$ cat src/csr_defs.svh
`ifndef CSR_DEFS_SVH
`define CSR_DEFS_SVH

// Width of every CSR and of the datapath
`define CSR_XLEN 32

// Core clock in MHz
// Also the number of clocks per microsecond tick of the time counter
`define CSR_TICK_DIV_DEFAULT 27

`endif

$ cat src/csr_pkg.sv
`include "csr_defs.svh"

package csr_pkg;

    // CSR command from the execute stage
    typedef enum logic [2:0] {
        CSR_X     = 3'd0,
        CSR_W     = 3'd1,
        CSR_S     = 3'd2,
        CSR_C     = 3'd3,
        CSR_ECALL = 3'd4
    } csr_cmd_t;

    // Counters and timers, user-level read-only view
    localparam logic [11:0] CSR_ADDR_CYCLE    = 12'hc00;
    localparam logic [11:0] CSR_ADDR_TIME     = 12'hc01;
    localparam logic [11:0] CSR_ADDR_CYCLEH   = 12'hc80;
    localparam logic [11:0] CSR_ADDR_TIMEH    = 12'hc81;

    // Machine trap setup
    localparam logic [11:0] CSR_ADDR_MSTATUS  = 12'h300;
    localparam logic [11:0] CSR_ADDR_MEDELEG  = 12'h302;
    localparam logic [11:0] CSR_ADDR_MIDELEG  = 12'h303;
    localparam logic [11:0] CSR_ADDR_MIE      = 12'h304;
    localparam logic [11:0] CSR_ADDR_MTVEC    = 12'h305;
    localparam logic [11:0] CSR_ADDR_MSTATUSH = 12'h310;

    // Machine trap handling
    localparam logic [11:0] CSR_ADDR_MSCRATCH = 12'h340;
    localparam logic [11:0] CSR_ADDR_MEPC     = 12'h341;
    localparam logic [11:0] CSR_ADDR_MCAUSE   = 12'h342;
    localparam logic [11:0] CSR_ADDR_MTVAL    = 12'h343;
    localparam logic [11:0] CSR_ADDR_MIP      = 12'h344;

    // Request from execute, imm carries the CSR address
    typedef struct packed {
        csr_cmd_t             cmd;
        logic [`CSR_XLEN-1:0] op1;
        logic [11:0]          imm;
    } csr_req_t;

    // Response, one cycle after issue
    typedef struct packed {
        csr_cmd_t             cmd;
        logic [`CSR_XLEN-1:0] rdata;
    } csr_rsp_t;

    // Register file write port
    typedef struct packed {
        logic                 en;
        logic [11:0]          addr;
        logic [`CSR_XLEN-1:0] data;
    } csr_wr_t;

    // mstatus fields: SD, TSR..SPIE as one run (bits 22 to 5), MIE, SIE
    localparam logic [`CSR_XLEN-1:0] MSTATUS_WMASK  = 32'h807f_ffea;
    // mstatush: MBE and SBE only
    localparam logic [`CSR_XLEN-1:0] MSTATUSH_WMASK = 32'h0000_0030;

    // Environment call from M-mode
    localparam logic [`CSR_XLEN-1:0] ECALL_CAUSE = 32'd11;

endpackage

$ cat src/csr_exec_stage.sv
`include "csr_defs.svh"

module csr_exec_stage (
    input  logic                 clk,
    input  logic                 rst_n,
    input  logic                 flush,
    input  csr_pkg::csr_req_t    req,
    input  logic [`CSR_XLEN-1:0] rdata,
    output logic [11:0]          raddr,
    output csr_pkg::csr_wr_t     wr,
    output csr_pkg::csr_cmd_t    rsp_cmd
);
    import csr_pkg::*;

    csr_cmd_t             cmd_in;
    csr_cmd_t             s_cmd;
    logic [11:0]          s_addr;
    logic [`CSR_XLEN-1:0] s_op1;

    // Read-modify-write value from the old register contents
    function automatic logic [`CSR_XLEN-1:0] wdata_calc(
        input csr_cmd_t             cmd,
        input logic [`CSR_XLEN-1:0] op1,
        input logic [`CSR_XLEN-1:0] old
    );
        case (cmd)
            CSR_W:     return op1;
            CSR_S:     return old | op1;
            CSR_C:     return old & ~op1;
            CSR_ECALL: return ECALL_CAUSE;
            default:   return '0;
        endcase
    endfunction

    // Flush from write-back kills the command in issue
    assign cmd_in = flush ? CSR_X : req.cmd;

    // Squashed reads go to address 0 which reads as zero
    // ecall reads the old cause
    always_comb begin
        if (flush) begin
            raddr = '0;
        end else if (req.cmd == CSR_ECALL) begin
            raddr = CSR_ADDR_MCAUSE;
        end else begin
            raddr = req.imm;
        end
    end

    // Command, target and operand held for the write cycle
    always_ff @(posedge clk or negedge rst_n) begin
        if (!rst_n) begin
            s_cmd  <= CSR_X;
            s_addr <= '0;
            s_op1  <= '0;
        end else begin
            s_cmd  <= cmd_in;
            s_addr <= raddr;
            s_op1  <= req.op1;
        end
    end

    // In the second cycle rdata is the old value
    assign wr.en   = (s_cmd != CSR_X);
    assign wr.addr = s_addr;
    assign wr.data = wdata_calc(s_cmd, s_op1, rdata);

    // Accepted command one cycle late
    assign rsp_cmd = s_cmd;

endmodule

$ cat src/csr_regfile.sv
`include "csr_defs.svh"

module csr_regfile (
    input  logic                 clk,
    input  logic                 rst_n,
    input  logic [11:0]          raddr,
    input  csr_pkg::csr_wr_t     wr,
    input  logic [63:0]          cycle,
    input  logic [63:0]          time_us,
    output logic [`CSR_XLEN-1:0] rdata,
    output logic [`CSR_XLEN-1:0] mtvec
);
    import csr_pkg::*;

    // Machine registers, mtvec is the output port itself
    logic [`CSR_XLEN-1:0] mstatus;
    logic [`CSR_XLEN-1:0] mstatush;
    logic [`CSR_XLEN-1:0] medeleg;
    logic [`CSR_XLEN-1:0] mideleg;
    logic [`CSR_XLEN-1:0] mie;
    logic [`CSR_XLEN-1:0] mscratch;
    logic [`CSR_XLEN-1:0] mepc;
    logic [`CSR_XLEN-1:0] mcause;
    logic [`CSR_XLEN-1:0] mtval;
    logic [`CSR_XLEN-1:0] mip;

    logic [`CSR_XLEN-1:0] rd_mux;
    logic [`CSR_XLEN-1:0] wr_mask;
    logic [`CSR_XLEN-1:0] wr_value;
    logic                 fwd_hit;

    // Stored bits per address, zero for anything not writable
    function automatic logic [`CSR_XLEN-1:0] wmask(input logic [11:0] addr);
        case (addr)
            CSR_ADDR_MSTATUS:  return MSTATUS_WMASK;
            CSR_ADDR_MSTATUSH: return MSTATUSH_WMASK;
            CSR_ADDR_MEDELEG,
            CSR_ADDR_MIDELEG,
            CSR_ADDR_MIE,
            CSR_ADDR_MTVEC,
            CSR_ADDR_MSCRATCH,
            CSR_ADDR_MEPC,
            CSR_ADDR_MCAUSE,
            CSR_ADDR_MTVAL,
            CSR_ADDR_MIP:      return '1;
            default:           return '0;
        endcase
    endfunction

    assign wr_mask  = wmask(wr.addr);
    assign wr_value = wr.data & wr_mask;

    // Write in flight to the address being read
    // Counters and unknown addresses never hit
    assign fwd_hit = wr.en && (wr.addr == raddr) && (|wr_mask);

    // Read decode
    always_comb begin
        case (raddr)
            CSR_ADDR_CYCLE:    rd_mux = cycle[`CSR_XLEN-1:0];
            CSR_ADDR_TIME:     rd_mux = time_us[`CSR_XLEN-1:0];
            CSR_ADDR_CYCLEH:   rd_mux = cycle[63:`CSR_XLEN];
            CSR_ADDR_TIMEH:    rd_mux = time_us[63:`CSR_XLEN];
            CSR_ADDR_MSTATUS:  rd_mux = mstatus;
            CSR_ADDR_MSTATUSH: rd_mux = mstatush;
            CSR_ADDR_MEDELEG:  rd_mux = medeleg;
            CSR_ADDR_MIDELEG:  rd_mux = mideleg;
            CSR_ADDR_MIE:      rd_mux = mie;
            CSR_ADDR_MTVEC:    rd_mux = mtvec;
            CSR_ADDR_MSCRATCH: rd_mux = mscratch;
            CSR_ADDR_MEPC:     rd_mux = mepc;
            CSR_ADDR_MCAUSE:   rd_mux = mcause;
            CSR_ADDR_MTVAL:    rd_mux = mtval;
            CSR_ADDR_MIP:      rd_mux = mip;
            // misa, info regs, mtinst etc.
            default:           rd_mux = '0;
        endcase
    end

    // Registered read port
    always_ff @(posedge clk or negedge rst_n) begin
        if (!rst_n) begin
            rdata <= '0;
        end else begin
            rdata <= fwd_hit ? wr_value : rd_mux;
        end
    end

    // Masked write port
    always_ff @(posedge clk or negedge rst_n) begin
        if (!rst_n) begin
            mstatus  <= '0;
            mstatush <= '0;
            medeleg  <= '0;
            mideleg  <= '0;
            mie      <= '0;
            mtvec    <= '0;
            mscratch <= '0;
            mepc     <= '0;
            mcause   <= '0;
            mtval    <= '0;
            mip      <= '0;
        end else if (wr.en) begin
            case (wr.addr)
                CSR_ADDR_MSTATUS:  mstatus  <= wr_value;
                CSR_ADDR_MSTATUSH: mstatush <= wr_value;
                CSR_ADDR_MEDELEG:  medeleg  <= wr_value;
                CSR_ADDR_MIDELEG:  mideleg  <= wr_value;
                CSR_ADDR_MIE:      mie      <= wr_value;
                CSR_ADDR_MTVEC:    mtvec    <= wr_value;
                CSR_ADDR_MSCRATCH: mscratch <= wr_value;
                CSR_ADDR_MEPC:     mepc     <= wr_value;
                CSR_ADDR_MCAUSE:   mcause   <= wr_value;
                CSR_ADDR_MTVAL:    mtval    <= wr_value;
                CSR_ADDR_MIP:      mip      <= wr_value;
                // Read-only or unknown, dropped
                default: ;
            endcase
        end
    end

endmodule

$ cat src/csr_time_base.sv
`include "csr_defs.svh"

module csr_time_base #(
    parameter int tick_div = `CSR_TICK_DIV_DEFAULT
) (
    input  logic        clk,
    input  logic        rst_n,
    output logic [63:0] cycle,
    output logic [63:0] time_us
);
    import csr_pkg::*;

    // Prescaler width, at least one bit for tick_div of 1
    localparam int presc_w = (tick_div > 1) ? $clog2(tick_div) : 1;

    logic [presc_w-1:0] presc;
    logic               tick;

    // Last clock of each microsecond
    assign tick = (presc == presc_w'(tick_div - 1));

    // Free-running, counts every edge after reset release
    always_ff @(posedge clk or negedge rst_n) begin
        if (!rst_n) begin
            cycle <= '0;
        end else begin
            cycle <= cycle + 64'd1;
        end
    end

    // Prescaler wraps on tick and advances time
    always_ff @(posedge clk or negedge rst_n) begin
        if (!rst_n) begin
            presc   <= '0;
            time_us <= '0;
        end else if (tick) begin
            presc   <= '0;
            time_us <= time_us + 64'd1;
        end else begin
            presc   <= presc + presc_w'(1);
        end
    end

endmodule

$ cat src/csr_unit.sv
`include "csr_defs.svh"

module csr_unit #(
    parameter int tick_div = `CSR_TICK_DIV_DEFAULT
) (
    input  logic                 clk,
    input  logic                 rst_n,
    input  logic                 flush,
    input  csr_pkg::csr_req_t    req,
    output csr_pkg::csr_rsp_t    rsp,
    output logic [`CSR_XLEN-1:0] trap_vector
);
    import csr_pkg::*;

    logic [11:0]          raddr;
    csr_wr_t              wr;
    csr_cmd_t             rsp_cmd;
    logic [`CSR_XLEN-1:0] rdata;
    logic [63:0]          cycle;
    logic [63:0]          time_us;

    // Issue and write-back control
    csr_exec_stage u_exec (
        .clk     (clk),
        .rst_n   (rst_n),
        .flush   (flush),
        .req     (req),
        .rdata   (rdata),
        .raddr   (raddr),
        .wr      (wr),
        .rsp_cmd (rsp_cmd)
    );

    // Storage, mtvec straight out as the trap vector
    csr_regfile u_regfile (
        .clk     (clk),
        .rst_n   (rst_n),
        .raddr   (raddr),
        .wr      (wr),
        .cycle   (cycle),
        .time_us (time_us),
        .rdata   (rdata),
        .mtvec   (trap_vector)
    );

    csr_time_base #(
        .tick_div (tick_div)
    ) u_time (
        .clk     (clk),
        .rst_n   (rst_n),
        .cycle   (cycle),
        .time_us (time_us)
    );

    // Both fields registered one cycle after issue
    assign rsp.cmd   = rsp_cmd;
    assign rsp.rdata = rdata;

endmodule

$ cat config.mk
export PLATFORM = sky130hd
export DESIGN_NAME = csr_unit
export DESIGN_NICKNAME = d
export VERILOG_FILES = /design/src/csr_pkg.sv /design/src/csr_exec_stage.sv /design/src/csr_regfile.sv /design/src/csr_time_base.sv /design/src/csr_unit.sv
export VERILOG_INCLUDE_DIRS = /design/src
export SDC_FILE = /design/constraint.sdc
export NUM_CORES = 1
export LEC_CHECK = 0
export BUFFER_PORTS_ARGS = -buffer_cell sky130_fd_sc_hd__buf_2
export CAP_MARGIN = 20
export CORE_AREA = 4 4 369 225
export DETAILED_ROUTE_END_ITERATION = 6
export DIE_AREA = 0 0 373 229
export SLEW_MARGIN = 15
export SYNTH_ARGS = -nofsm -noshare
export SYNTH_HDL_FRONTEND = slang
export SYNTH_SLANG_ARGS = --single-unit
$ cat constraint.sdc
create_clock -name clk -period 2.4 [get_ports clk]
set_input_delay 0.12 -clock clk [delete_from_list [all_inputs] [get_ports clk]]
set_output_delay 0.12 -clock clk [all_outputs]
set_load 0.02 [all_outputs]
==> results_dict.tcl <==
set metrics [dict create \
    vias_per_cell 5.66 \
    async_reset_ff_frac 1.00 \
    drtPass1Iterations 7 \
    dp_hpwl_mm 70.1 \
    clkPwrFrac 0.463 \
    post-route-util 0.421 \
    p_comb_frac 0.049 \
    slew_headroom 0.401 \
    worst_path_largest_cell_delay_ns 0.77 \
    crit_path_start_kind "primary input" \
    status "complete, but fails checks" \
    placed_area_mm2 0.0298 \
    ioPinCount 117 \
    overflow 0 \
    p_leak_nw 14.8 \
    syn_nets 2557 \
    io_buffers 116 \
    drv_slew 0 \
    die_w_um 373 \
    crit_buf_inv 5 \
    ff_latch_area_mm2 0.0141 \
    synth_cell_types 72 \
    violations "DRC, setup timing" \
    path_class "primary input to flip-flop" \
    hold_violations 0 \
    grt_pass1_wl_mm 142 \
    cts_inserted_buffers 50 \
    tightest_slew_ns 0.896 \
    syn_inst 2503 \
    clkTransAtPathRegs_ns 0.07 \
    power_density_mw_per_mm2 587 \
    setup_ws_ns -0.191 \
    cts_sinks 564 \
    rr_endpoint "u_regfile.rdata[26]" \
    synth.cell_area_mm2 0.0253 \
    diodes 0 \
    core_area_mm2 0.0794 \
    clk_path_buf_depth 3 \
    antenna_found_initial 3 \
    initial_utilization 0.319 \
    ys_seq_area_frac 0.558 \
    yosys_warnings 0 \
    tns_ns -3.82 \
    rows 80 \
    cts_root_buf "clkbuf_16" \
    min_path_cells 4 \
    yosysTopAreaCell "dfrtp_1" \
    crit_chain "buf_2 -> dlygate4sd3_1 -> buf_4 -> nor4b_2 -> buf_4 -> nand4_2 -> buf_4 -> nor3b_1 -> a2111oi_0 -> nand3_1 -> o211ai_1 -> o21ai_1" \
    rsz0062_at_grt "yes" \
    finalSetupViolCount 91 \
    reg2reg_from "u_exec.s_addr[10]" \
    synth_top_area_frac 0.558 \
    fin_crit_sh 1.08 \
    track_usage 0.218 \
    internal_power_mw 15.1 \
    period_minus_slack_ns 2.59 \
    critPathLaunch "req[10]" \
    via_count 22800 \
    syn_to_final_growth_pct 32.1 \
    cts_tree "built" \
    h-tree-depth 2 \
    path_max_fanout 9 \
    critical-path-top-delay-family "buffers and inverters" \
    layout-drive-gt1-share 0.257 \
    switching_share 0.232 \
    grt_pass1_vias 20400 \
    fin_cells 4027 \
    hold_start "req[11]" \
    ant_nets 0 \
    power_switching_mw 4.56 \
    cp_slowest_cell "a2111oi_0" \
    worst_r2r_path_depth 9 \
    dp_slack_ns -0.422 \
    peakVddDrop_uv 562 \
    drtIter0Drc 3319 \
    placedCellCount 3853 \
    die-area_mm2 0.0854 \
    avgSynthCellArea_um2 10.1 \
    die_y_um 229 \
    ff2ff_setup_slack_ns -0.12 \
    hold_slack_ns 0.0332 \
    insertion_delay_ns 0.63 \
    cp.required_ns 2.88 \
    wl_per_cell_um 25.9 \
    gp_congestion 0.958 \
    stdcell_area_mm2 0.0334 \
    max-cap-violations 0 \
    pwr-share-seq 0.488 \
    skew_ns 0.0312 \
    p_total_mw 19.6 \
    wirelength_mm 104 \
    grt_max_degree 85 \
    ys.flop_type "dfrtp_1" \
    multiInputGateArea_mm2 0.0109 \
    ys_ff_latch 564 \
    fmax_mhz 386 \
    critPathCaptureType "flip-flop" \
    fill_cells 7588 \
    cpMostUsedCell "buf_4" \
    fin_nets 2973 \
    synth.area.top_cells "dfrtp_1 56%, nand2_1 6.3%, o21ai_0 4.7%" \
    cp.arrival_ns 3.07 \
    hold_path_class "primary input to flip-flop" \
    hold_end "u_exec.s_addr[11]" \
    synth_edf_count 0 \
    drc 6 \
]
-- worst max-delay path by stage --
stage               cells after the start  slack [ns]                  end
floorplan                               9        0.02  u_regfile.rdata[13]
global placement                       12       -0.41  u_regfile.rdata[19]
detailed placement                     12       -0.42  u_regfile.rdata[19]
CTS                                     8       -0.06  u_regfile.rdata[14]
global route                           12       -0.25  u_regfile.rdata[26]
finish                                 12       -0.19  u_regfile.rdata[26]
-- per-layer routing --
metal	global-route usage	part of all wire	up-vias
li1	-	-	9860
met1	0.355	0.46	11400
met2	0.280	0.38	1350
met3	0.0624	0.14	166
met4	0.0399	0.022	0
met5	0	0	-
-- worst register-to-register path, stage by stage, from the launching register on --
cell	delay, ns
dfrtp_1	0.37
nand2b_4	0.14
or4b_4	0.55
or4_4	0.50
nand2b_4	0.12
nand4_4	0.11
buf_12	0.21
buf_12	0.16
buf_6	0.12
o21ai_1	0.14
-- cell families (layout without fill, tap and decap cells) --
group                      Yosys count  after routing  share of synthesized area
and+or+nand+nor                    877            877                      0.170
AOI/OAI and AO/OA                  661            661                      0.170
DFF                                564            564                      0.558
buffers and inverters              219            677                     0.0347
xor gates and xnor gates           129            129                     0.0446
muxes                               49             49                     0.0214
adders and majority gates            4              4                    0.00198
-- area by class of cell --
class,instances,area share
clock buffers,66,0.0423
multi-input cells,1720,0.327
flip-flops and latches,564,0.422
inverters,41,0.00460
clock inverters,28,0.0121
well taps,1066,0.0399
repair buffers,542,0.152
-- cell usage after synthesis, types with 41 or more instances --
cell type	n
nand2_1	428
a22oi_1	104
and2_1	55
o21ai_1	107
o21ai_0	236
dfrtp_1	564
inv_1	41
nor2_1	82
xnor2_1	96
clkbuf_1	137
nand4_1	65
nand3_1	57
a22o_1	55
nor3_1	48
-- power groups by stage --
stage / Clock, mW / Combinational, mW / Sequential [mW]
6_report: 9.08 / 0.963 / 9.58
5_1_grt: 9.57 / 1.03 / 9.58
4_1_cts: 9.16 / 0.920 / 9.58
3_5_place_dp: 0 / 0.854 / 9.76
3_3_place_gp: 0 / 0.854 / 9.76
2_1_floorplan: 0 / 0.288 / 9.76
-- flip-flops by register name (all words and copies together) (netlist names) --
name,count
u_regfile.mtval,32
u_exec.s_addr,12
u_regfile.mideleg,32
u_exec.rsp_cmd,3
u_regfile.mie,32
u_regfile.medeleg,32
u_time.presc,5
u_regfile.mstatus,32
u_time.cycle,64
u_time.time_us,64
u_regfile.mip,32
u_regfile.mtvec,32
u_regfile.mscratch,32
u_regfile.mepc,32
u_exec.s_op1,32
u_regfile.rdata,32
u_regfile.mcause,32
u_regfile.mstatush,32
-- what timing repair did --
| item | 4_1_cts | 5_1_grt |
|---|---|---|
| hold buffers | 41 | 0 |
| buffers inserted | 2 | 7 |
| hold endpoints to repair | 411 | 0 |
| endpoints found under the setup margin | 292 | 336 |
| pin swaps | 7 | 40 |
| gates resized for setup | 43 | 231 |
| gates cloned | 2 | 29 |
-- placed cells by master, fill, tap and decap left out, types with 41 or more instances in the layout --
| cell | n |
|---|---|
| dlygate4sd3_1 | 41 |
| clkbuf_16 | 71 |
| o21ai_1 | 173 |
| a22o_1 | 55 |
| inv_1 | 41 |
| nor3_1 | 47 |
| nand4_1 | 65 |
| buf_12 | 55 |
| xnor2_1 | 96 |
| a22oi_1 | 104 |
| buf_4 | 280 |
| and2_1 | 55 |
| nand3_1 | 57 |
| buf_2 | 115 |
| o21ai_0 | 129 |
| nor2_1 | 78 |
| nand2_1 | 389 |
| dfrtp_1 | 564 |
Note: power is estimated with default switching activity, not from simulation.
